### config.mk
export PLATFORM = sky130hd
export DESIGN_NAME = sha2_msg_schedule
export DESIGN_NICKNAME = d
export VERILOG_FILES = /design/src/design/sha2_pkg.sv /design/src/design/sha2_msg_schedule.sv
export SDC_FILE = /design/constraint.sdc
export NUM_CORES = 2
export LEC_CHECK = 0
export ABC_CLOCK_PERIOD_IN_PS = 18900
export BUFFER_PORTS_ARGS = -buffer_cell sky130_fd_sc_hd__buf_2
export CORE_AREA = 2 2 416 212
export DETAILED_ROUTE_END_ITERATION = 8
export DIE_AREA = 0 0 418 214
export PLACE_DENSITY_LB_ADDON = 0.12
export SYNTH_ARGS = -nofsm -noshare
export SYNTH_HDL_FRONTEND = slang
export SYNTH_SLANG_ARGS = --single-unit
### constraint.sdc
create_clock -name clk_i -period 18.9 [get_ports clk_i]
set_input_delay 1.89 -clock clk_i [delete_from_list [all_inputs] [get_ports clk_i]]
set_output_delay 1.89 -clock clk_i [all_outputs]
set_load 0.03 [all_outputs]
### src/design/sha2_pkg.sv
// ~~~~~~~~~~~~~~~~~~~~
// 32-bit modes keep their words in the low half of a 64-bit word
// ~~~~~~~~~~~~~~~~~~~~
package sha2_pkg;

    localparam int WORD_W      = 64;
    localparam int BLOCK_WORDS = 16;
    localparam int ROUNDS_32   = 64;
    localparam int ROUNDS_64   = 80;
    localparam int DIGEST_W    = 512;
    localparam int CNT_W       = 7;

    typedef logic [WORD_W-1:0] word_t;
    typedef logic [CNT_W-1:0]  cnt_t;

    // bit 1 set means 64-bit word family
    typedef enum logic [1:0] {
        SHA_224 = 2'd0,
        SHA_256 = 2'd1,
        SHA_384 = 2'd2,
        SHA_512 = 2'd3
    } sha2_mode_t;

    typedef enum logic [1:0] {
        IDLE   = 2'd0,
        ABSORB = 2'd1, // rounds 0..15, one per host word
        EXPAND = 2'd2,
        FOLD   = 2'd3
    } sha2_state_t;

    function automatic word_t rotr64(input word_t x, input int n);
        return (x >> n) | (x << (64 - n));
    endfunction

    // rotate of the low half, upper half returned as zero
    function automatic word_t rotr32(input word_t x, input int n);
        logic [31:0] lo;
        lo = x[31:0];
        return {32'b0, (lo >> n) | (lo << (32 - n))};
    endfunction

    function automatic word_t word_mask(input sha2_mode_t mode);
        return mode[1] ? {WORD_W{1'b1}} : {32'b0, 32'hffff_ffff};
    endfunction

endpackage

### src/design/sha2_msg_schedule.sv
// ~~~~~~~~~~~~~~~~~~~~
// host bytes arrive little-endian, first byte in bits 7:0
// ~~~~~~~~~~~~~~~~~~~~
module sha2_msg_schedule (
    input  logic                 clk_i,
    input  logic                 rst_n_i,
    input  sha2_pkg::word_t      in_data_i,
    input  logic                 word_take_i,
    input  logic                 expand_en_i,
    input  sha2_pkg::sha2_mode_t mode_i,
    output sha2_pkg::word_t      w_t_o
);

    // win_q[0] is W(t-1), win_q[15] is W(t-16)
    sha2_pkg::word_t [15:0] win_q;
    sha2_pkg::word_t        swapped;
    sha2_pkg::word_t        sig0;
    sha2_pkg::word_t        sig1;
    sha2_pkg::word_t        expanded;

    always_comb begin
        swapped = '0;
        if (mode_i[1]) begin
            for (int i = 0; i < 8; i++) begin
                swapped[8*i +: 8] = in_data_i[8*(7-i) +: 8];
            end
        end else begin
            for (int i = 0; i < 4; i++) begin
                swapped[8*i +: 8] = in_data_i[8*(3-i) +: 8]; // low half only
            end
        end
    end

    always_comb begin
        if (mode_i[1]) begin
            sig0 = sha2_pkg::rotr64(win_q[14], 1) ^ sha2_pkg::rotr64(win_q[14], 8)
                 ^ (win_q[14] >> 7);
            sig1 = sha2_pkg::rotr64(win_q[1], 19) ^ sha2_pkg::rotr64(win_q[1], 61)
                 ^ (win_q[1] >> 6);
        end else begin
            sig0 = sha2_pkg::rotr32(win_q[14], 7) ^ sha2_pkg::rotr32(win_q[14], 18)
                 ^ (win_q[14] >> 3);
            sig1 = sha2_pkg::rotr32(win_q[1], 17) ^ sha2_pkg::rotr32(win_q[1], 19)
                 ^ (win_q[1] >> 10);
        end
        expanded = (sig1 + win_q[6] + sig0 + win_q[15]) & sha2_pkg::word_mask(mode_i);
    end

    assign w_t_o = expand_en_i ? expanded : swapped;

    always_ff @(posedge clk_i or negedge rst_n_i) begin
        if (!rst_n_i) begin
            win_q <= '0;
        end else if (word_take_i || expand_en_i) begin
            win_q <= {win_q[14:0], w_t_o};
        end
    end

endmodule

==> flow_metrics.py <==
metrics = {
    "run_status": {
        "status": "completed",
    },
    "critical_path": {
        "critPathKind": "input port to output pin",
        "path_cells": "buf_8, buf_4, o21ai_0, xnor2_1, fa_1, fa_1, fa_1, and2b_1, o211ai_2, a31oi_4, o41ai_4, o31a_2, o31ai_2, a21oi_1, xnor2_1, a22o_1, buf_2",
        "worst_path_largest_cell_delay_ns": 0.89,
        "slowest_stage": "buf_4",
        "crit_path_start_kind": "input port",
        "arrival_ns": 8.66,
        "critPathMaxFanout": 123,
        "required_ns": 17.01,
        "path_common_cell": "fa_1",
        "cp-end-kind": "output pin",
    },
    "grt": {
        "grt_pass1_wl_um": 225000,
        "grt_pass1_vias": 36500,
        "grt_overflow": 0,
        "grt_max_degree": 229,
        "grtUsageTotal": 0.335,
        "antenna_found_initial": 2,
    },
    "placement": {
        "gp_congestion": 0.986,
        "dp_hpwl_um": 105000,
        "numPortBuffers": 132,
    },
    "synthesis": {
        "synth-edff-count": 0,
        "syn-num-nets": 6194,
        "yosys.area.top_type": "dfrtp_1",
        "yosysSeqAreaShare": 0.503,
        "syn_area_sq_um": 50900,
        "ys_seq_elements": 1024,
        "async_flop_share": 1.00,
        "netlist_top_cells_count": "2732 x nand2_1, 1024 x dfrtp_1, 356 x clkbuf_1",
        "synth_ff_type": "dfrtp_1",
        "yosys_warnings": 0,
        "syn_inst": 5935,
        "syn-mean-instance-area_sq_um": 8.58,
        "yosysTopAreaCellShare": 0.503,
        "yosysMostFrequentCell": "nand2_1",
        "synth_cell_types": 76,
        "synthTopCellsByArea": "dfrtp_1 50%, nand2_1 20%, xnor2_1 5.2%",
    },
    "final_layout": {
        "largest_register": "win_q",
        "area_growth_pct": 7.87,
        "fillCellCount": 7172,
        "reg_top3": "win_q (1024)",
        "layout-drive-gt1-share": 0.0637,
        "regArea_sq_um": 25600,
        "finish.utilization": 0.643,
        "largest_reg_flops": 1024,
        "antennaDiodeCount": 0,
        "multiInputGateArea_sq_um": 22800,
        "final_nets": 6044,
    },
    "clock_tree": {
        "clock_latency_ns": 0.73,
        "clk_path_buf_depth": 3,
        "numCtsBuffers": 91,
        "cts_tree": "done",
        "cts_resized": 0,
        "post-cts-setup-buffers": 0,
        "h-tree-depth": 3,
        "clk_pin_slew_ns": 0.07,
        "cts.sinks": 1024,
        "cts_hold_buf": 0,
        "root_buffer": "clkbuf_16",
    },
    "timing": {
        "slew_headroom": 0.215,
        "finClkSkew_ns": 0.0265,
        "tightest_slew_ns": 1.17,
        "layout_worst_path_cycle_share": 0.558,
        "whs_ns": 0.458,
        "tns_ns": 0,
        "post-route-min-period_ns": 10.55,
        "rsz0062_at_grt": "no",
        "clock.fmax_ghz": 0.0947,
        "hold_viol": 0,
        "report.final.setup_viol": 0,
        "drv_slew": 0,
    },
    "routing": {
        "routed_via_density": 5.53,
        "antenna_left": 0,
        "drt_iter0_drc": 4656,
        "firstDrtPassIters": 5,
        "vias": 38600,
        "wl_per_cell_um": 21.0,
        "wirelength_um": 147000,
        "drcViolationCount": 0,
    },
    "worst_hold_path": {
        "hold_path.class": "register to register",
    },
    "die": {
        "fp-row-count": 76,
        "die_w_um": 418,
        "die_h_um": 214,
        "io_pins": 134,
        "design.core.area_sq_um": 85500,
        "dieArea_sq_um": 89500,
        "start_util": 0.596,
    },
    "run": {
        "drv_cap": 0,
    },
}
## cell families (layout without fill, tap and decap cells)
logic type / after synthesis / after routing / synth area share
and+or+nand+nor: 2979 / 2979 / 0.226
DFF: 1024 / 1024 / 0.503
buffers and inverters: 663 / 581 / 0.0491
AOI/OAI and AO/OA: 594 / 594 / 0.0700
xor gates and xnor gates: 387 / 387 / 0.0665
adders and majority gates: 189 / 189 / 0.0650
muxes: 99 / 99 / 0.0202
## worst paths after layout
path | from | end | slack, ns | cells past startpoint
max in group asynchronous | rst_n_i | win_q[722]$_DFFE_PN0P_ | 13.81 | 5
max | mode_i[1] | w_t_o[39] | 8.35 | 17
min in group asynchronous | rst_n_i | win_q[639]$_DFFE_PN0P_ | 1.21 | 1
max reg2reg | win_q[900]$_DFFE_PN0P_ | win_q[63]$_DFFE_PN0P_ | 12.48 | 18
min | win_q[705]$_DFFE_PN0P_ | win_q[769]$_DFFE_PN0P_ | 0.46 | 2
min reg2reg | win_q[705]$_DFFE_PN0P_ | win_q[769]$_DFFE_PN0P_ | 0.46 | 2
## placed cells by master (no fill, tap or decap), types with 15 or more instances in the layout
cell type  netlist  layout
clkbuf_1       356      15
fa_1           126     126
and3_1          20      20
a22o_1          19      19
xor2_1          87      87
nor2b_1         22      21
clkbuf_16        0      92
o21ai_0        297     297
nand3_1         27      27
buf_4            0      34
dfrtp_1       1024    1024
mux2i_1         73      73
nand2_1       2732    2732
nor2_1         108     107
o21a_1          15      15
xnor2_1        300     300
clkinv_2         0      18
buf_2            2     130
mux2_2          25      25
inv_1          249     249
ha_1            63      63
a21o_1          34      34
a21oi_1        136     136
## area by class of cell
| class | instances | share of cell area |
|---|---|---|
| Clock inverter | 41 | 0.0104 |
| Clock buffer | 120 | 0.0462 |
| Inverter | 249 | 0.0170 |
| Multi-Input combinational cell | 4248 | 0.415 |
| Sequential cell | 1024 | 0.466 |
| Timing Repair Buffer | 171 | 0.0189 |
| Tap cell | 1131 | 0.0258 |
## per-layer routing
metal,global-route usage,share of wire,vias up
li1,-,-,18000
met1,0.545,0.48,18900
met2,0.421,0.38,1442
met3,0.0992,0.11,228
met4,0.104,0.032,4
met5,0,0.00021,-
## worst max-delay path: cells and delay by family
family,cells,cell delay (ns)
xor+xnor,2,1.36
buf+inv,3,1.62
fa+ha+maj,3,1.52
simple gates,1,0.26
compound gates,8,1.93
## metrics by stage
stage,instances,setup WS [ns],area [sq um]
floorplan,5935,9.78,50900
global placement,6823,8.61,51800
detailed placement,6823,8.62,51800
CTS,6984,8.57,54900
global route,6984,8.24,54900
finish,6984,8.35,54900
Power is left out: the tool's default activity adds up to more than one toggle a clock period on the data nets, which glitch-free logic cannot reach.
