`src/design/sha2_pkg.sv`:
```
// ~~~~~~~~~~~~~~~~~~~~
// 32-bit modes keep their words in the low half of a 64-bit word
// ~~~~~~~~~~~~~~~~~~~~
package sha2_pkg;

    localparam int WORD_W      = 64;
    localparam int BLOCK_WORDS = 16;
    localparam int ROUNDS_32   = 64;
    localparam int ROUNDS_64   = 80;
    localparam int DIGEST_W    = 512;
    localparam int CNT_W       = 7;

    typedef logic [WORD_W-1:0] word_t;
    typedef logic [CNT_W-1:0]  cnt_t;

    // bit 1 set means 64-bit word family
    typedef enum logic [1:0] {
        SHA_224 = 2'd0,
        SHA_256 = 2'd1,
        SHA_384 = 2'd2,
        SHA_512 = 2'd3
    } sha2_mode_t;

    typedef enum logic [1:0] {
        IDLE   = 2'd0,
        ABSORB = 2'd1, // rounds 0..15, one per host word
        EXPAND = 2'd2,
        FOLD   = 2'd3
    } sha2_state_t;

    function automatic word_t rotr64(input word_t x, input int n);
        return (x >> n) | (x << (64 - n));
    endfunction

    // rotate of the low half, upper half returned as zero
    function automatic word_t rotr32(input word_t x, input int n);
        logic [31:0] lo;
        lo = x[31:0];
        return {32'b0, (lo >> n) | (lo << (32 - n))};
    endfunction

    function automatic word_t word_mask(input sha2_mode_t mode);
        return mode[1] ? {WORD_W{1'b1}} : {32'b0, 32'hffff_ffff};
    endfunction

endpackage

```
`src/design/sha2_round_ctrl.sv`:
```
// ~~~~~~~~~~~~~~~~~~~~
// mode taken on the first word only, last flag on each block's first word
// ~~~~~~~~~~~~~~~~~~~~
module sha2_round_ctrl (
    input  logic                 clk_i,
    input  logic                 rst_n_i,
    input  logic                 in_valid_i,
    input  sha2_pkg::sha2_mode_t in_mode_i,
    input  logic                 in_last_i,
    input  logic                 out_busy_i,
    output logic                 in_ready_o,
    output logic                 word_take_o,
    output logic                 expand_en_o,
    output logic                 round_en_o,
    output sha2_pkg::cnt_t       round_idx_o,
    output logic                 init_o,
    output logic                 seed_o,
    output logic                 fold_o,
    output logic                 digest_load_o,
    output sha2_pkg::sha2_mode_t mode_o
);

    sha2_pkg::sha2_state_t state_q;
    sha2_pkg::cnt_t        cnt_q;
    sha2_pkg::cnt_t        last_round;
    sha2_pkg::sha2_mode_t  mode_q;
    logic                  last_q;

    always_comb begin
        in_ready_o = ((state_q == sha2_pkg::IDLE) && !out_busy_i)
                   || (state_q == sha2_pkg::ABSORB);
        word_take_o   = in_valid_i && in_ready_o;
        expand_en_o   = (state_q == sha2_pkg::EXPAND);
        round_en_o    = word_take_o || expand_en_o;
        round_idx_o   = cnt_q;
        init_o        = word_take_o && (state_q == sha2_pkg::IDLE);
        seed_o        = word_take_o && (cnt_q == '0);
        fold_o        = (state_q == sha2_pkg::FOLD);
        digest_load_o = fold_o && last_q;
        mode_o        = (state_q == sha2_pkg::IDLE) ? in_mode_i : mode_q;
        last_round    = mode_q[1] ? sha2_pkg::cnt_t'(sha2_pkg::ROUNDS_64 - 1)
                                  : sha2_pkg::cnt_t'(sha2_pkg::ROUNDS_32 - 1);
    end

    always_ff @(posedge clk_i or negedge rst_n_i) begin
        if (!rst_n_i) begin
            state_q <= sha2_pkg::IDLE;
            cnt_q   <= '0;
            mode_q  <= sha2_pkg::SHA_256;
            last_q  <= 1'b0;
        end else begin
            if (seed_o) begin
                last_q <= in_last_i;
            end

            case (state_q)
                sha2_pkg::IDLE: begin
                    if (word_take_o) begin
                        mode_q  <= in_mode_i;
                        cnt_q   <= cnt_q + 1'b1;
                        state_q <= sha2_pkg::ABSORB;
                    end
                end
                sha2_pkg::ABSORB: begin
                    if (word_take_o) begin
                        cnt_q <= cnt_q + 1'b1;
                        if (cnt_q == sha2_pkg::cnt_t'(sha2_pkg::BLOCK_WORDS - 1)) begin
                            state_q <= sha2_pkg::EXPAND;
                        end
                    end
                end
                sha2_pkg::EXPAND: begin
                    cnt_q <= cnt_q + 1'b1;
                    if (cnt_q == last_round) begin
                        state_q <= sha2_pkg::FOLD;
                    end
                end
                sha2_pkg::FOLD: begin
                    cnt_q   <= '0;
                    state_q <= last_q ? sha2_pkg::IDLE : sha2_pkg::ABSORB; // next block
                end
            endcase
        end
    end

endmodule

```
`config.mk`:
```
export PLATFORM = sky130hd
export DESIGN_NAME = sha2_round_ctrl
export DESIGN_NICKNAME = d
export VERILOG_FILES = /design/src/design/sha2_pkg.sv /design/src/design/sha2_round_ctrl.sv
export SDC_FILE = /design/constraint.sdc
export NUM_CORES = 1
export LEC_CHECK = 0
export BUFFER_PORTS_ARGS = -buffer_cell sky130_fd_sc_hd__buf_2
export CAP_MARGIN = 20
export CORE_ASPECT_RATIO = 1.1
export CORE_MARGIN = 2
export CORE_UTILIZATION = 30
export CTS_BUF_LIST = sky130_fd_sc_hd__clkbuf_16
export CTS_CLUSTER_DIAMETER = 50
export DETAILED_ROUTE_END_ITERATION = 7
export GPL_ROUTABILITY_DRIVEN = 1
export HOLD_SLACK_MARGIN = 0.15
export PLACE_DENSITY_LB_ADDON = 0.3
export SYNTH_ARGS = -nofsm -noshare
export SYNTH_HDL_FRONTEND = slang
export SYNTH_SLANG_ARGS = --single-unit
```
`constraint.sdc`:
```
create_clock -name clk_i -period 1.8 [get_ports clk_i]
set_input_delay 0 -clock clk_i [delete_from_list [all_inputs] [get_ports clk_i]]
set_output_delay 0 -clock clk_i [all_outputs]
set_load 0.02 [all_outputs]
```
==> flow_summary_export.csv <==
group,metric,value,unit
run_status,outcome,"complete, no violations",
detailed_routing,wire_per_inst,13.2,microns
pwr,p_int,1.26,mW
global_route,grt_max_degree,13,
floorplan,io_pins,24,
critical_path,startpoint_type,"flop",
finish,layout.nets,130,
synthesis,netlist_instances,83,
floorplan,start_util,31.4,%
sta,fin_crit_sh,96.0,%
cts,clk_path_buf_depth,2,
pwr,powerDensity,2020,nW/um^2
floorplan,die_h,57.6,microns
sta,period_needed,1.73,ns
run,maxCapViolCount,0,
floorplan,row_count,19,
place,io_buffers,23,
finish,multi_input_area,490,sq um
synthesis,syn-cell-area,785,sq um
synthesis,ys_seq_area_share,38.4,%
finish,seq_area,302,sq um
synthesis,yosysUniqueCellTypes,26,
sta,fin_tns_setup,0,ns
critical_path,r2r_slack,0.08,ns
cts,post_cts_buffers,0,
global_route,antenna_found_initial,0,
sta,final.setup_skew,0.00423,ns
detailed_routing,via_per_inst,4.78,
critical_path,path_cells,"inv_2, ha_4, a21o_4, and2_4, or2_2, buf_2",
synthesis,synth_nets,96,
synthesis,syn_avg_cell_area,9.45,sq um
critical_path,critPathLaunch,"state_q[0]$_DFFE_PN0P_",
sta,fmax,579,MHz
floorplan,dieArea,3040,sq um
sta,setup_viol,0,
critical_path,slowest_delay,0.43,ns
finish,fill_cells,246,
critical_path,reg2reg_to,"round_idx_o[0]$_DFFE_PN0P_",
critical_path,r2r-start,"state_q[1]$_DFFE_PN0P_",
detailed_routing,wl,1930,microns
finish,drive_above_1_share,40.5,%
synthesis,yosysWarnings,0,
critical_path,cp-end-kind,"primary output",
cts,cts_sinks,12,
sta,slew_violations,0,
pwr,ir_drop,962,uV
cts,cts.htree.levels,1,
synthesis,synth-seq-cells,12,
place,finalWeightedCongestion,0.715,
cts,insertion_delay,0.24,ns
pwr,p_leak,0.536,nW
sta,slew_headroom,73.6,%
global_route,grt_pass1_wl,3180,microns
finish,layout_commonest_cell,"buf_2",
critical_path,critPathRequiredTime,1.80,ns
global_route,grt_pass1_vias,688,
finish,area_growth,42.4,%
finish,design_area,1120,sq um
cts,path_clk_slew,0.04,ns
global_route,grt.overflow.total,0,
cts,cts_tree,"built",
detailed_routing,vias,703,
place,dp_hpwl,1410,microns
floorplan,die_x,52.8,microns
hold_path,min_path_type,"in -> async",
pwr,swShare,44.2,%
critical_path,ff2ff_path_depth,7,
critical_path,critical_path_depth,6,
critical_path,crit_end,"round_en_o",
detailed_routing,drtAntennaViolNets,0,
pwr,p_sw,997,uW
detailed_routing,dr.pass1.iters,4,
critical_path,cp_num_buf_inv,2,
cts,cts_made_buffers,3,
sta,whs,0.178,ns
place,placed_area,981,sq um
global_route,grtUsageTotal,14.1,%
critical_path,cp_max_fo,7,
pwr,power_frac_comb,56.7,%
finish,n_antenna_cell,0,
floorplan,fp.coreArea,2500,sq um
sta,finalHoldViolCount,0,
critical_path,critical_path.top_delay_family,"flip-flops",
finish,final_cell_mix,"buf_2, dfrtp_1, nand2_1",
pwr,clkPwrFrac,18.2,%
pwr,power_frac_seq,25.1,%
critical_path,cp.arrival,1.73,ns
detailed_routing,drc,0,
critical_path,path_class,"reg -> out",
cts,clock_tree.root_cell,"clkbuf_16",
detailed_routing,drt_first_iter_violations,3,
sta,tightest_slew,0.396,ns
critical_path,slowest_stage,"dfrtp_1",
==> through the flow <==
step                      util (%)  worst slack (ns)  power (mW)  cells
after floorplan                  -            0.0161        1.44     83
after global placement        39.3             0.120        1.78    139
after detailed placement      39.3            0.0342        1.81    139
after CTS                     44.1            0.0111        2.24    147
after global routing          44.8          -0.00950        2.45    147
final                         44.8            0.0720        2.26    147
==> sequential cells by signal (all words and copies together), names as in the netlist <==
name         cells
last_q           1
state_q          2
mode_q           2
round_idx_o      7
==> synth_stat cells, drive strengths merged <==
library cell | n | share of area (%)
a221oi | 1 | 3.3
nor3 | 4 | 2.6
a21oi | 4 | 3.0
and4bb | 2 | 3.2
inv | 8 | 3.8
a22oi | 1 | 0.96
nand3 | 2 | 1.3
mux2 | 6 | 8.6
o21ai | 10 | 6.9
and4 | 1 | 1.1
nand2 | 10 | 4.8
buf | 1 | 0.96
dfstp | 1 | 3.3
mux2i | 1 | 1.3
and2 | 2 | 1.6
a21o | 1 | 0.96
nor2 | 6 | 2.9
nand2b | 2 | 1.6
a211oi | 1 | 0.96
and3 | 1 | 1.4
or2 | 1 | 0.80
ha | 6 | 9.6
dfrtp | 11 | 35
==> how the worst min path moves through the flow <==
stage	endpoint	slack (ns)
after floorplan	last_q$_DFFE_PN0P_	-0.30
after global placement	round_idx_o[3]$_DFFE_PN0P_	-0.10
after detailed placement	round_idx_o[2]$_DFFE_PN0P_	-0.09
after CTS	round_idx_o[5]$_DFFE_PN0P_	0.18
after global routing	round_idx_o[5]$_DFFE_PN0P_	0.21
final	round_idx_o[5]$_DFFE_PN0P_	0.18
==> layout make-up <==
cell class	count	area share [%]
multi-input cells	62	43.9
flip-flops and latches	12	27.0
repair buffers	30	15.9
clock buffers	3	6.72
well taps	31	3.47
inverters	8	2.69
clock inverters	1	0.336
==> worst register-to-register path, cell delays in order (launching register included) <==
cell and delay [ns]:
dfrtp_1 0.35, inv_1 0.11, ha_4 0.21, nand2b_1 0.19
a21oi_4 0.24, buf_4 0.18, nor2_1 0.05, mux2_2 0.28
==> logic make-up (layout without fill, tap and decap cells) <==
| logic type | Yosys count | in the layout | share of synthesized area (%) |
|---|---|---|---|
| simple gates | 31 | 31 | 21.2 |
| compound gates | 18 | 18 | 16.1 |
| flops | 12 | 12 | 38.4 |
| buf+inv | 9 | 42 | 4.79 |
| mux | 7 | 7 | 9.89 |
| fa+ha+maj | 6 | 6 | 9.57 |
==> power groups by stage <==
stage	clock network (mW)	registers [mW]	logic, mW
floorplan	0	0.613	0.822
global placement	0	0.549	1.23
detailed placement	0	0.560	1.25
CTS	0.423	0.559	1.26
global route	0.439	0.589	1.42
finish	0.411	0.565	1.28
==> per-layer routing <==
metal / GRT usage [%] / up-vias / wire [microns]
li1: - / 353 / -
met4: 6.59 / 0 / 34
met1: 18.9 / 325 / 865
met5: 0 / - / 0
met3: 2.84 / 3 / 112
met2: 21.6 / 22 / 922
==> repair_timing <==
item | 4_1_cts | 5_1_grt
hold buffers | 4 | 0
endpoints found under the hold margin | 15 | 0
resized for setup | 0 | 3
setup endpoints to repair | 0 | 5
(Power assumes the default switching activity.)
