**src/design/sha2_pkg.sv**
```systemverilog
// ~~~~~~~~~~~~~~~~~~~~
// 32-bit modes keep their words in the low half of a 64-bit word
// ~~~~~~~~~~~~~~~~~~~~
package sha2_pkg;

    localparam int WORD_W      = 64;
    localparam int BLOCK_WORDS = 16;
    localparam int ROUNDS_32   = 64;
    localparam int ROUNDS_64   = 80;
    localparam int DIGEST_W    = 512;
    localparam int CNT_W       = 7;

    typedef logic [WORD_W-1:0] word_t;
    typedef logic [CNT_W-1:0]  cnt_t;

    // bit 1 set means 64-bit word family
    typedef enum logic [1:0] {
        SHA_224 = 2'd0,
        SHA_256 = 2'd1,
        SHA_384 = 2'd2,
        SHA_512 = 2'd3
    } sha2_mode_t;

    typedef enum logic [1:0] {
        IDLE   = 2'd0,
        ABSORB = 2'd1, // rounds 0..15, one per host word
        EXPAND = 2'd2,
        FOLD   = 2'd3
    } sha2_state_t;

    function automatic word_t rotr64(input word_t x, input int n);
        return (x >> n) | (x << (64 - n));
    endfunction

    // rotate of the low half, upper half returned as zero
    function automatic word_t rotr32(input word_t x, input int n);
        logic [31:0] lo;
        lo = x[31:0];
        return {32'b0, (lo >> n) | (lo << (32 - n))};
    endfunction

    function automatic word_t word_mask(input sha2_mode_t mode);
        return mode[1] ? {WORD_W{1'b1}} : {32'b0, 32'hffff_ffff};
    endfunction

endpackage

```
**src/design/sha2_digest_out.sv**
```systemverilog
// ~~~~~~~~~~~~~~~~~~~~
// data held stable while out_valid_o waits for out_ready_i
// ~~~~~~~~~~~~~~~~~~~~
module sha2_digest_out (
    input  logic                            clk_i,
    input  logic                            rst_n_i,
    input  logic                            digest_load_i,
    input  sha2_pkg::sha2_mode_t            mode_i,
    input  sha2_pkg::word_t [7:0]           hash_i,
    input  logic                            out_ready_i,
    output logic [sha2_pkg::DIGEST_W-1:0]   out_data_o,
    output logic                            out_valid_o,
    output logic                            out_busy_o
);

    logic                          load_q;   // H is folded one cycle after the load
    sha2_pkg::sha2_mode_t          mode_q;
    logic [sha2_pkg::DIGEST_W-1:0] packed_d;
    int                            n_words;

    always_comb begin
        case (mode_q)
            sha2_pkg::SHA_224: n_words = 7;
            sha2_pkg::SHA_384: n_words = 6;
            default:           n_words = 8;
        endcase

        // first hash word lands in the highest used slot
        packed_d = '0;
        for (int i = 0; i < 8; i++) begin
            if (i < n_words) begin
                if (mode_q[1]) begin
                    packed_d[64*i +: 64] = hash_i[n_words-1-i];
                end else begin
                    packed_d[32*i +: 32] = hash_i[n_words-1-i][31:0];
                end
            end
        end
    end

    always_ff @(posedge clk_i or negedge rst_n_i) begin
        if (!rst_n_i) begin
            load_q      <= 1'b0;
            out_valid_o <= 1'b0;
        end else begin
            load_q <= digest_load_i;
            if (load_q) begin
                out_valid_o <= 1'b1;
            end else if (out_ready_i) begin
                out_valid_o <= 1'b0;
            end
        end
    end

    always_ff @(posedge clk_i) begin
        if (digest_load_i) begin
            mode_q <= mode_i;
        end
        if (load_q) begin
            out_data_o <= packed_d;
        end
    end

    assign out_busy_o = load_q || out_valid_o;

endmodule

```
**config.mk**
```make
export PLATFORM = sky130hd
export DESIGN_NAME = sha2_digest_out
export DESIGN_NICKNAME = d
export VERILOG_FILES = /design/src/design/sha2_pkg.sv /design/src/design/sha2_digest_out.sv
export SDC_FILE = /design/constraint.sdc
export NUM_CORES = 1
export LEC_CHECK = 0
export ABC_CLOCK_PERIOD_IN_PS = 16800
export BUFFER_PORTS_ARGS = -buffer_cell sky130_fd_sc_hd__buf_4
export CAP_MARGIN = 20
export CORE_AREA = 2 2 398 400
export DETAILED_ROUTE_END_ITERATION = 12
export DIE_AREA = 0 0 400 402
export SETUP_SLACK_MARGIN = 0.5
export SYNTH_ARGS = -nofsm -noshare
export SYNTH_HDL_FRONTEND = slang
export SYNTH_SLANG_ARGS = --single-unit
```
**constraint.sdc**
```tcl
create_clock -name clk_i -period 16.8 [get_ports clk_i]
set_input_delay 1.68 -clock clk_i [delete_from_list [all_inputs] [get_ports clk_i]]
set_output_delay 1.68 -clock clk_i [all_outputs]
set_load 0.01 [all_outputs]
```
==> results.cfg, run 1 <==
[setup_path]
cp-start-kind = flip-flop
timing.critical_path.arrival_ns = 5.03
critPathCaptureType = flip-flop
required_ns = 17.06
worst_r2r_startpoint = load_q$_DFF_PN0_
worst_r2r_path_depth = 4
critPathCapture = out_data_o[434]$_SDFFCE_PN0P_
path_class = reg -> reg
critPathMaxFanout = 71
crit_path_frequent_cell = sky130_fd_sc_hd__buf_4
cp_slowest_stage_delay_ns = 0.97
worst_setup_path_startpoint = load_q$_DFF_PN0_
critical_path.cell_chain = buf_4 -> buf_4 -> buf_4 -> buf_4
worst_r2r_endpoint = out_data_o[434]$_SDFFCE_PN0P_
worst_path_max_delay_cell = sky130_fd_sc_hd__dfrtp_4
slack_of_the_worst_reg_to_reg_path_ns = 12.03

[pwr]
power.internal_uw = 2730
totalPowerFinal_uw = 3740
pwr-share-comb_pct = 17.7
power_density_nw_per_um2 = 101
share_seq_of_total_power_pct = 41.8
power_frac_clock_pct = 40.5
power.switching_fraction_pct = 27.2
standby_leakage_power_uw = 0.0158
net-switching-power_uw = 1020
peakVddDrop_v = 0.0000574

[logic_synthesis]
synthesis.area_um2 = 24900
synth.distinct_cells = 22
syn-instance-count = 1515
mapped_nets = 2033
yosys_register_bits = 516
yosys_warnings = 0
share_of_the_yosys_chip_area_belonging_to_registers_pct = 62.3
syn_avg_cell_area_um2 = 16.4

[timing]
period_minus_slack_ns = 4.77
finalSetupTns_ns = 0
final_max_slew_viol_count = 0
clock-skew-final_ns = 0.0396
final-hold-violation-count = 0
grt_setup_unrepaired = no
max_freq_mhz = 210
timing.final.crit_share_pct = 28.4
maxSlewHeadroom_pct = 29.1
worst_slew_pin_tran_ns = 1.06
finalSetupViolations = 0

[clock_tree]
post-cts-setup-buffer-count = 0
tritoncts = built
postCtsResizedCells = 0
clk_pin_slew_worst_paths_ns = 0.06
clock_tree.root_cell = sky130_fd_sc_hd__clkbuf_16
htreeDepth = 3
cts.hold.buffers_added = 0
cts.path.max_buffers = 3
tritoncts.num_buffers = 69
worstSkewPairLatency_ns = 0.67
clock-sinks = 516

[final_layout]
finish.net_count = 3029
fillers = 16600
final_standard_cell_area_without_fillers_um2 = 37000
area_growth_pct = 48.8
post-route-util_pct = 23.5
layout.area.seq_um2 = 15500
multiInputGateArea_um2 = 8600
layout-drive-gt1-share_pct = 51.3

[routing]
route.antenna.remaining_nets = 0
wl_um = 123000
vias = 18900
first_pass_iters = 5
drt_iter0_markers = 1679
drt-wirelength-per-cell_um = 26.5
drcViolationCount = 0
viasPerCell = 4.06

[job]
timing.max_cap.violations = 0

[die]
io_pins = 1032
floorplan.initialDensity_pct = 15.8
die-height_um = 402
floorplan.die_area_um2 = 161000
placementRows = 146
die_w_um = 400
coreArea_um2 = 157000

[global_route]
grt_antenna_before_repair = 34
grt.overflow.total = 0
grt_start_max_net_pins = 153
grt_pass1_wl_um = 161000
first_global_vias = 18700
grt.total_usage_pct = 14.6

[min_path]
timing.hold.worst_path_depth = 1
min_from = out_valid_o$_DFFE_PN0P_
holdCritPathClass = reg -> reg

[status]
status = completed

[place]
placed_area_um2 = 34600
detailedPlacementHpwl_um = 97000
port_buffers = 1031
place.gp.congestion = 0.977
[per-layer routing]
layer	wire (um)	share of wire [%]	GRT usage, %
met4	4270	3.5	5.45
met2	56900	46	22.7
met1	50700	41	19.0
met3	11300	9.2	4.33
met5	75	0.061	0
[through the flow]
stage               instances  setup slack (ns)  hold slack [ns]
floorplan                1515              3.27            0.533
global placement         4512             12.05            0.637
detailed placement       4512             12.01            0.644
CTS                      4635             11.99            0.659
global route             4638             11.70            0.652
finish                   4644             12.03            0.608
[Yosys cell counts]
master                     number  area share [%]
sky130_fd_sc_hd__edfxtp_1     514              62
sky130_fd_sc_hd__nor2b_1      129             3.2
sky130_fd_sc_hd__a22o_1        30             1.1
sky130_fd_sc_hd__mux4_2       128              12
sky130_fd_sc_hd__dfrtp_1        2            0.20
sky130_fd_sc_hd__a21o_1         1           0.030
sky130_fd_sc_hd__xnor2_1        1           0.035
sky130_fd_sc_hd__nor2_1        32            0.48
sky130_fd_sc_hd__inv_1          1           0.015
sky130_fd_sc_hd__buf_6         18            0.82
sky130_fd_sc_hd__or2_2          1           0.025
sky130_fd_sc_hd__buf_2         40            0.81
sky130_fd_sc_hd__mux2_2        30             1.4
sky130_fd_sc_hd__and3_1       128             3.2
sky130_fd_sc_hd__buf_4         27            0.82
sky130_fd_sc_hd__a21oi_1       32            0.64
sky130_fd_sc_hd__mux2i_1      289              12
sky130_fd_sc_hd__or3_1          1           0.025
sky130_fd_sc_hd__o221a_1        1           0.045
sky130_fd_sc_hd__o21ai_0       32            0.64
sky130_fd_sc_hd__clkbuf_1      43            0.65
sky130_fd_sc_hd__nand2_1       35            0.53
[power by group through the flow]
stage	clock network, uW	logic (uW)	registers (uW)
floorplan	0	251	1660
global placement	0	658	1590
detailed placement	0	663	1590
CTS	1570	665	1570
global route	1610	698	1570
finish	1520	661	1570
[placed cells by master (no fill, tap or decap), drive strengths merged]
| cell type | instances |
|---|---|
| mux4 | 128 |
| nor2 | 32 |
| and3 | 128 |
| buf | 1053 |
| inv | 2 |
| xnor2 | 1 |
| mux2i | 289 |
| a21o | 1 |
| dfrtp | 2 |
| clkbuf | 82 |
| or2 | 1 |
| nand2 | 35 |
| edfxtp | 514 |
| diode | 9 |
| mux2 | 30 |
| bufinv | 7 |
| or3 | 1 |
| o21ai | 32 |
| o221a | 1 |
| clkinv | 30 |
| nor2b | 129 |
| clkinvlp | 3 |
| a21oi | 32 |
| a22o | 30 |
[worst max-delay path, delay by kind of cell (launching register included)]
family   cells  cell delay (ns)
buf+inv      4             3.12
flops        1             0.97
[state kept, by name (all words and copies together) (netlist names)]
name / cells
out_data_o: 512
mode_q: 2
load_q: 1
out_valid_o: 1
[cell type report]
class                      count  area share [%]
antenna                        9          0.0609
multi-input combinational    870            23.3
sequential                   516            41.9
clock buffer                  82            4.86
tap                         2072            7.01
inverter                       1          0.0102
timing repair buffer        1053            21.5
clock inverter                41            1.37
[worst min path at each step]
stage / end / slack [ns]
floorplan: out_valid_o$_DFFE_PN0P_ / 0.53
global placement: out_valid_o$_DFFE_PN0P_ / 0.64
detailed placement: out_valid_o$_DFFE_PN0P_ / 0.64
CTS: out_valid_o$_DFFE_PN0P_ / 0.66
global route: out_valid_o$_DFFE_PN0P_ / 0.65
finish: out_valid_o$_DFFE_PN0P_ / 0.61
[logic make-up (layout without fill, tap and decap cells)]
group | count (synthesis) | after routing | share of synthesized area [%]
DFF | 516 | 516 | 62.3
muxes | 447 | 447 | 24.6
and+or+nand+nor | 326 | 326 | 7.53
buffers and inverters | 129 | 1177 | 3.10
AOI/OAI and AO/OA | 96 | 96 | 2.42
xor gates and xnor gates | 1 | 1 | 0.0352
other | 0 | 9 | 0
Note: power is estimated with default switching activity, not from simulation.
==> inputs of run 2 (changes only) <==
--- a/config.mk
+++ b/config.mk
@@ -5,7 +5,7 @@
 export SDC_FILE = /design/constraint.sdc
 export NUM_CORES = 1
 export LEC_CHECK = 0
-export ABC_CLOCK_PERIOD_IN_PS = 16800
+export ABC_CLOCK_PERIOD_IN_PS = 4500
 export BUFFER_PORTS_ARGS = -buffer_cell sky130_fd_sc_hd__buf_4
 export CAP_MARGIN = 20
 export CORE_AREA = 2 2 398 400
==> constraint.sdc (replaced) <==
create_clock -name clk_i -period 4.5 [get_ports clk_i]
set_input_delay 0.45 -clock clk_i [delete_from_list [all_inputs] [get_ports clk_i]]
set_output_delay 0.45 -clock clk_i [all_outputs]
set_load 0.01 [all_outputs]
==> run 2 against run 1 <==
Net effect: register-to-register slack worse by 10 ns; clock power grew to 3.8 times the previous value; non-clock buffer count rose by 16; sequential share of layout area fell by 0.27 points; hold slack got worse by 0.52 ns; total power rose to 3.8 times the previous value; combinational power rose to 3.8 times the previous value; largest power group unchanged.
==> results.cfg, run 2 (same netlist as run 1, synthesis figures left out) <==
[status]
status = completed

[setup_path]
path_class = reg -> reg
required_ns = 4.87
critPathCaptureType = flip-flop
cp_num_buf_inv = 2
cp.depth = 3
path_delay_family = buffers and inverters
worst_r2r_startpoint = mode_q[1]$_DFFE_PP_
critPathMaxFanout = 155
critical_path.cell_chain = buf_12 -> buf_12 -> mux4_2
worst_r2r_endpoint = out_data_o[208]$_DFFE_PP_
worst_setup_path_startpoint = mode_q[1]$_DFFE_PP_
crit_path_frequent_cell = sky130_fd_sc_hd__buf_12
cp-start-kind = flip-flop
timing.critical_path.arrival_ns = 2.90
worst_path_max_delay_cell = sky130_fd_sc_hd__mux4_2
slack_of_the_worst_reg_to_reg_path_ns = 1.97
worst_r2r_path_depth = 3
cp_slowest_stage_delay_ns = 0.60

[pwr]
totalPowerFinal_uw = 14100
standby_leakage_power_uw = 0.0159
power_frac_clock_pct = 40.6
peakVddDrop_v = 0.000225
power_density_nw_per_um2 = 378
share_seq_of_total_power_pct = 41.6
net-switching-power_uw = 3840
power.switching_fraction_pct = 27.3
pwr-share-comb_pct = 17.8
power.internal_uw = 10200

[routing]
first_pass_iters = 5
viasPerCell = 4.10
drcViolationCount = 0
vias = 19200
drt_iter0_markers = 1487
route.antenna.remaining_nets = 0
wl_um = 127000
drt-wirelength-per-cell_um = 27.1

[min_path]
min_from = hash_i[462]
hold-path-endpoint = out_data_o[14]$_DFFE_PP_
holdCritPathClass = in -> reg
timing.hold.worst_path_depth = 3

[final_layout]
layout_commonest_cell = sky130_fd_sc_hd__buf_4
largest_register_ffs = 512
largest_register = out_data_o
instances_no_fill = 4676
area_growth_pct = 49.7
layout-drive-gt1-share_pct = 51.3
mostFrequentLayoutCells = 1,052 x sky130_fd_sc_hd__buf_4, 514 x sky130_fd_sc_hd__edfxtp_1, 289 x sky130_fd_sc_hd__mux2i_1
final_standard_cell_area_without_fillers_um2 = 37200
finish.net_count = 3047
largestRegisters = out_data_o x512, mode_q x2
fillers = 16600

[die]
die-height_um = 402
coreArea_um2 = 157000
die_w_um = 400
io_pins = 1032
floorplan.die_area_um2 = 161000
floorplan.initialDensity_pct = 15.8
placementRows = 146

[place]
numPlacedInstances = 4521
detailedPlacementHpwl_um = 99400
place.gp.congestion = 0.919
placed_area_um2 = 34800
port_buffers = 1031

[job]
timing.max_cap.violations = 0

[timing]
period_minus_slack_ns = 2.53
grt_setup_unrepaired = no
max_freq_mhz = 395
final-hold-violation-count = 0
timing.final.crit_share_pct = 56.3
finalSetupViolations = 0
clock-skew-final_ns = 0.0196
finalSetupTns_ns = 0
worst_slew_pin_tran_ns = 1.02
final_max_slew_viol_count = 0
finalHoldWorstSlack_ns = 0.0864
maxSlewHeadroom_pct = 32.1

[clock_tree]
clk_pin_slew_worst_paths_ns = 0.06
htreeDepth = 3
cts.path.max_buffers = 3
tritoncts.num_buffers = 71
worstSkewPairLatency_ns = 0.65
post-cts-setup-buffer-count = 0
clock-sinks = 516
tritoncts = built
clock_tree.root_cell = sky130_fd_sc_hd__clkbuf_16

[global_route]
grt_antenna_before_repair = 21
grt_pass1_wl_um = 166000
grt.overflow.total = 0
grt_start_max_net_pins = 155
first_global_vias = 18800
grt.total_usage_pct = 15.1
## run 2: cell types whose count changed in the layout (fill, tap and decap cells not counted), sizes merged
| cell | previous run | this run |
|---|---|---|
| clkbuf | 82 | 88 |
| clkinvlp | 3 | 2 |
| bufinv | 7 | 5 |
| buf | 1053 | 1062 |
| inv | 2 | 5 |
| dlygate4sd3 | 0 | 7 |
| diode | 9 | 19 |
## run 2: worst max-delay path by stage
stage | endpoint
floorplan | out_busy_o
global placement | out_data_o[208]$_DFFE_PP_
detailed placement | out_data_o[181]$_DFFE_PP_
CTS | out_busy_o
global route | out_data_o[208]$_DFFE_PP_
finish | out_data_o[208]$_DFFE_PP_
## run 2: through the flow
stage / setup slack [ns] / util [%]
global route: 1.84 / 23.7
floorplan: -0.139 / -
finish: 1.97 / 23.7
global placement: 2.01 / 22.1
CTS: 1.91 / 23.7
detailed placement: 1.97 / 22.1
## run 2: worst reg2reg max path, stage by stage, from the launching register on
cell                       delay, ns
sky130_fd_sc_hd__edfxtp_1       0.43
sky130_fd_sc_hd__buf_12         0.32
sky130_fd_sc_hd__buf_12         0.62
sky130_fd_sc_hd__mux4_2         0.88
## run 2: power groups by stage
stage	Clock [uW]	Sequential [uW]	Combinational [uW]
CTS	5900	5850	2520
finish	5710	5850	2500
global route	6060	5870	2650
floorplan	0	6110	938
detailed placement	0	5940	2510
global placement	0	5950	2490
## run 2: per-layer routing
metal	wire, um	global-route usage [%]	up-vias
li1	-	-	8064
met4	4020	5.45	12
met3	9790	3.55	164
met5	84	0	-
met2	57900	23.1	967
met1	54800	20.5	9965
## run 2: what timing repair did
action | in CTS | in global routing
endpoints found under the hold margin | 8 | 0
hold buffers | 7 | 0
resized for setup | 0 | 0
## run 2: area by class of cell
| cell class | instances | area (um2) | share of cell area (%) |
|---|---|---|---|
| Antenna cell | 19 | 47.5 | 0.128 |
| Tap cell | 2072 | 2590 | 6.97 |
| Inverter | 1 | 3.75 | 0.0101 |
| Clock inverter | 41 | 403 | 1.08 |
| Clock buffer | 88 | 1900 | 5.12 |
| Timing Repair Buffer | 1069 | 8170 | 22.0 |
| Sequential cell | 516 | 15500 | 41.6 |
| Multi-Input combinational cell | 870 | 8600 | 23.1 |
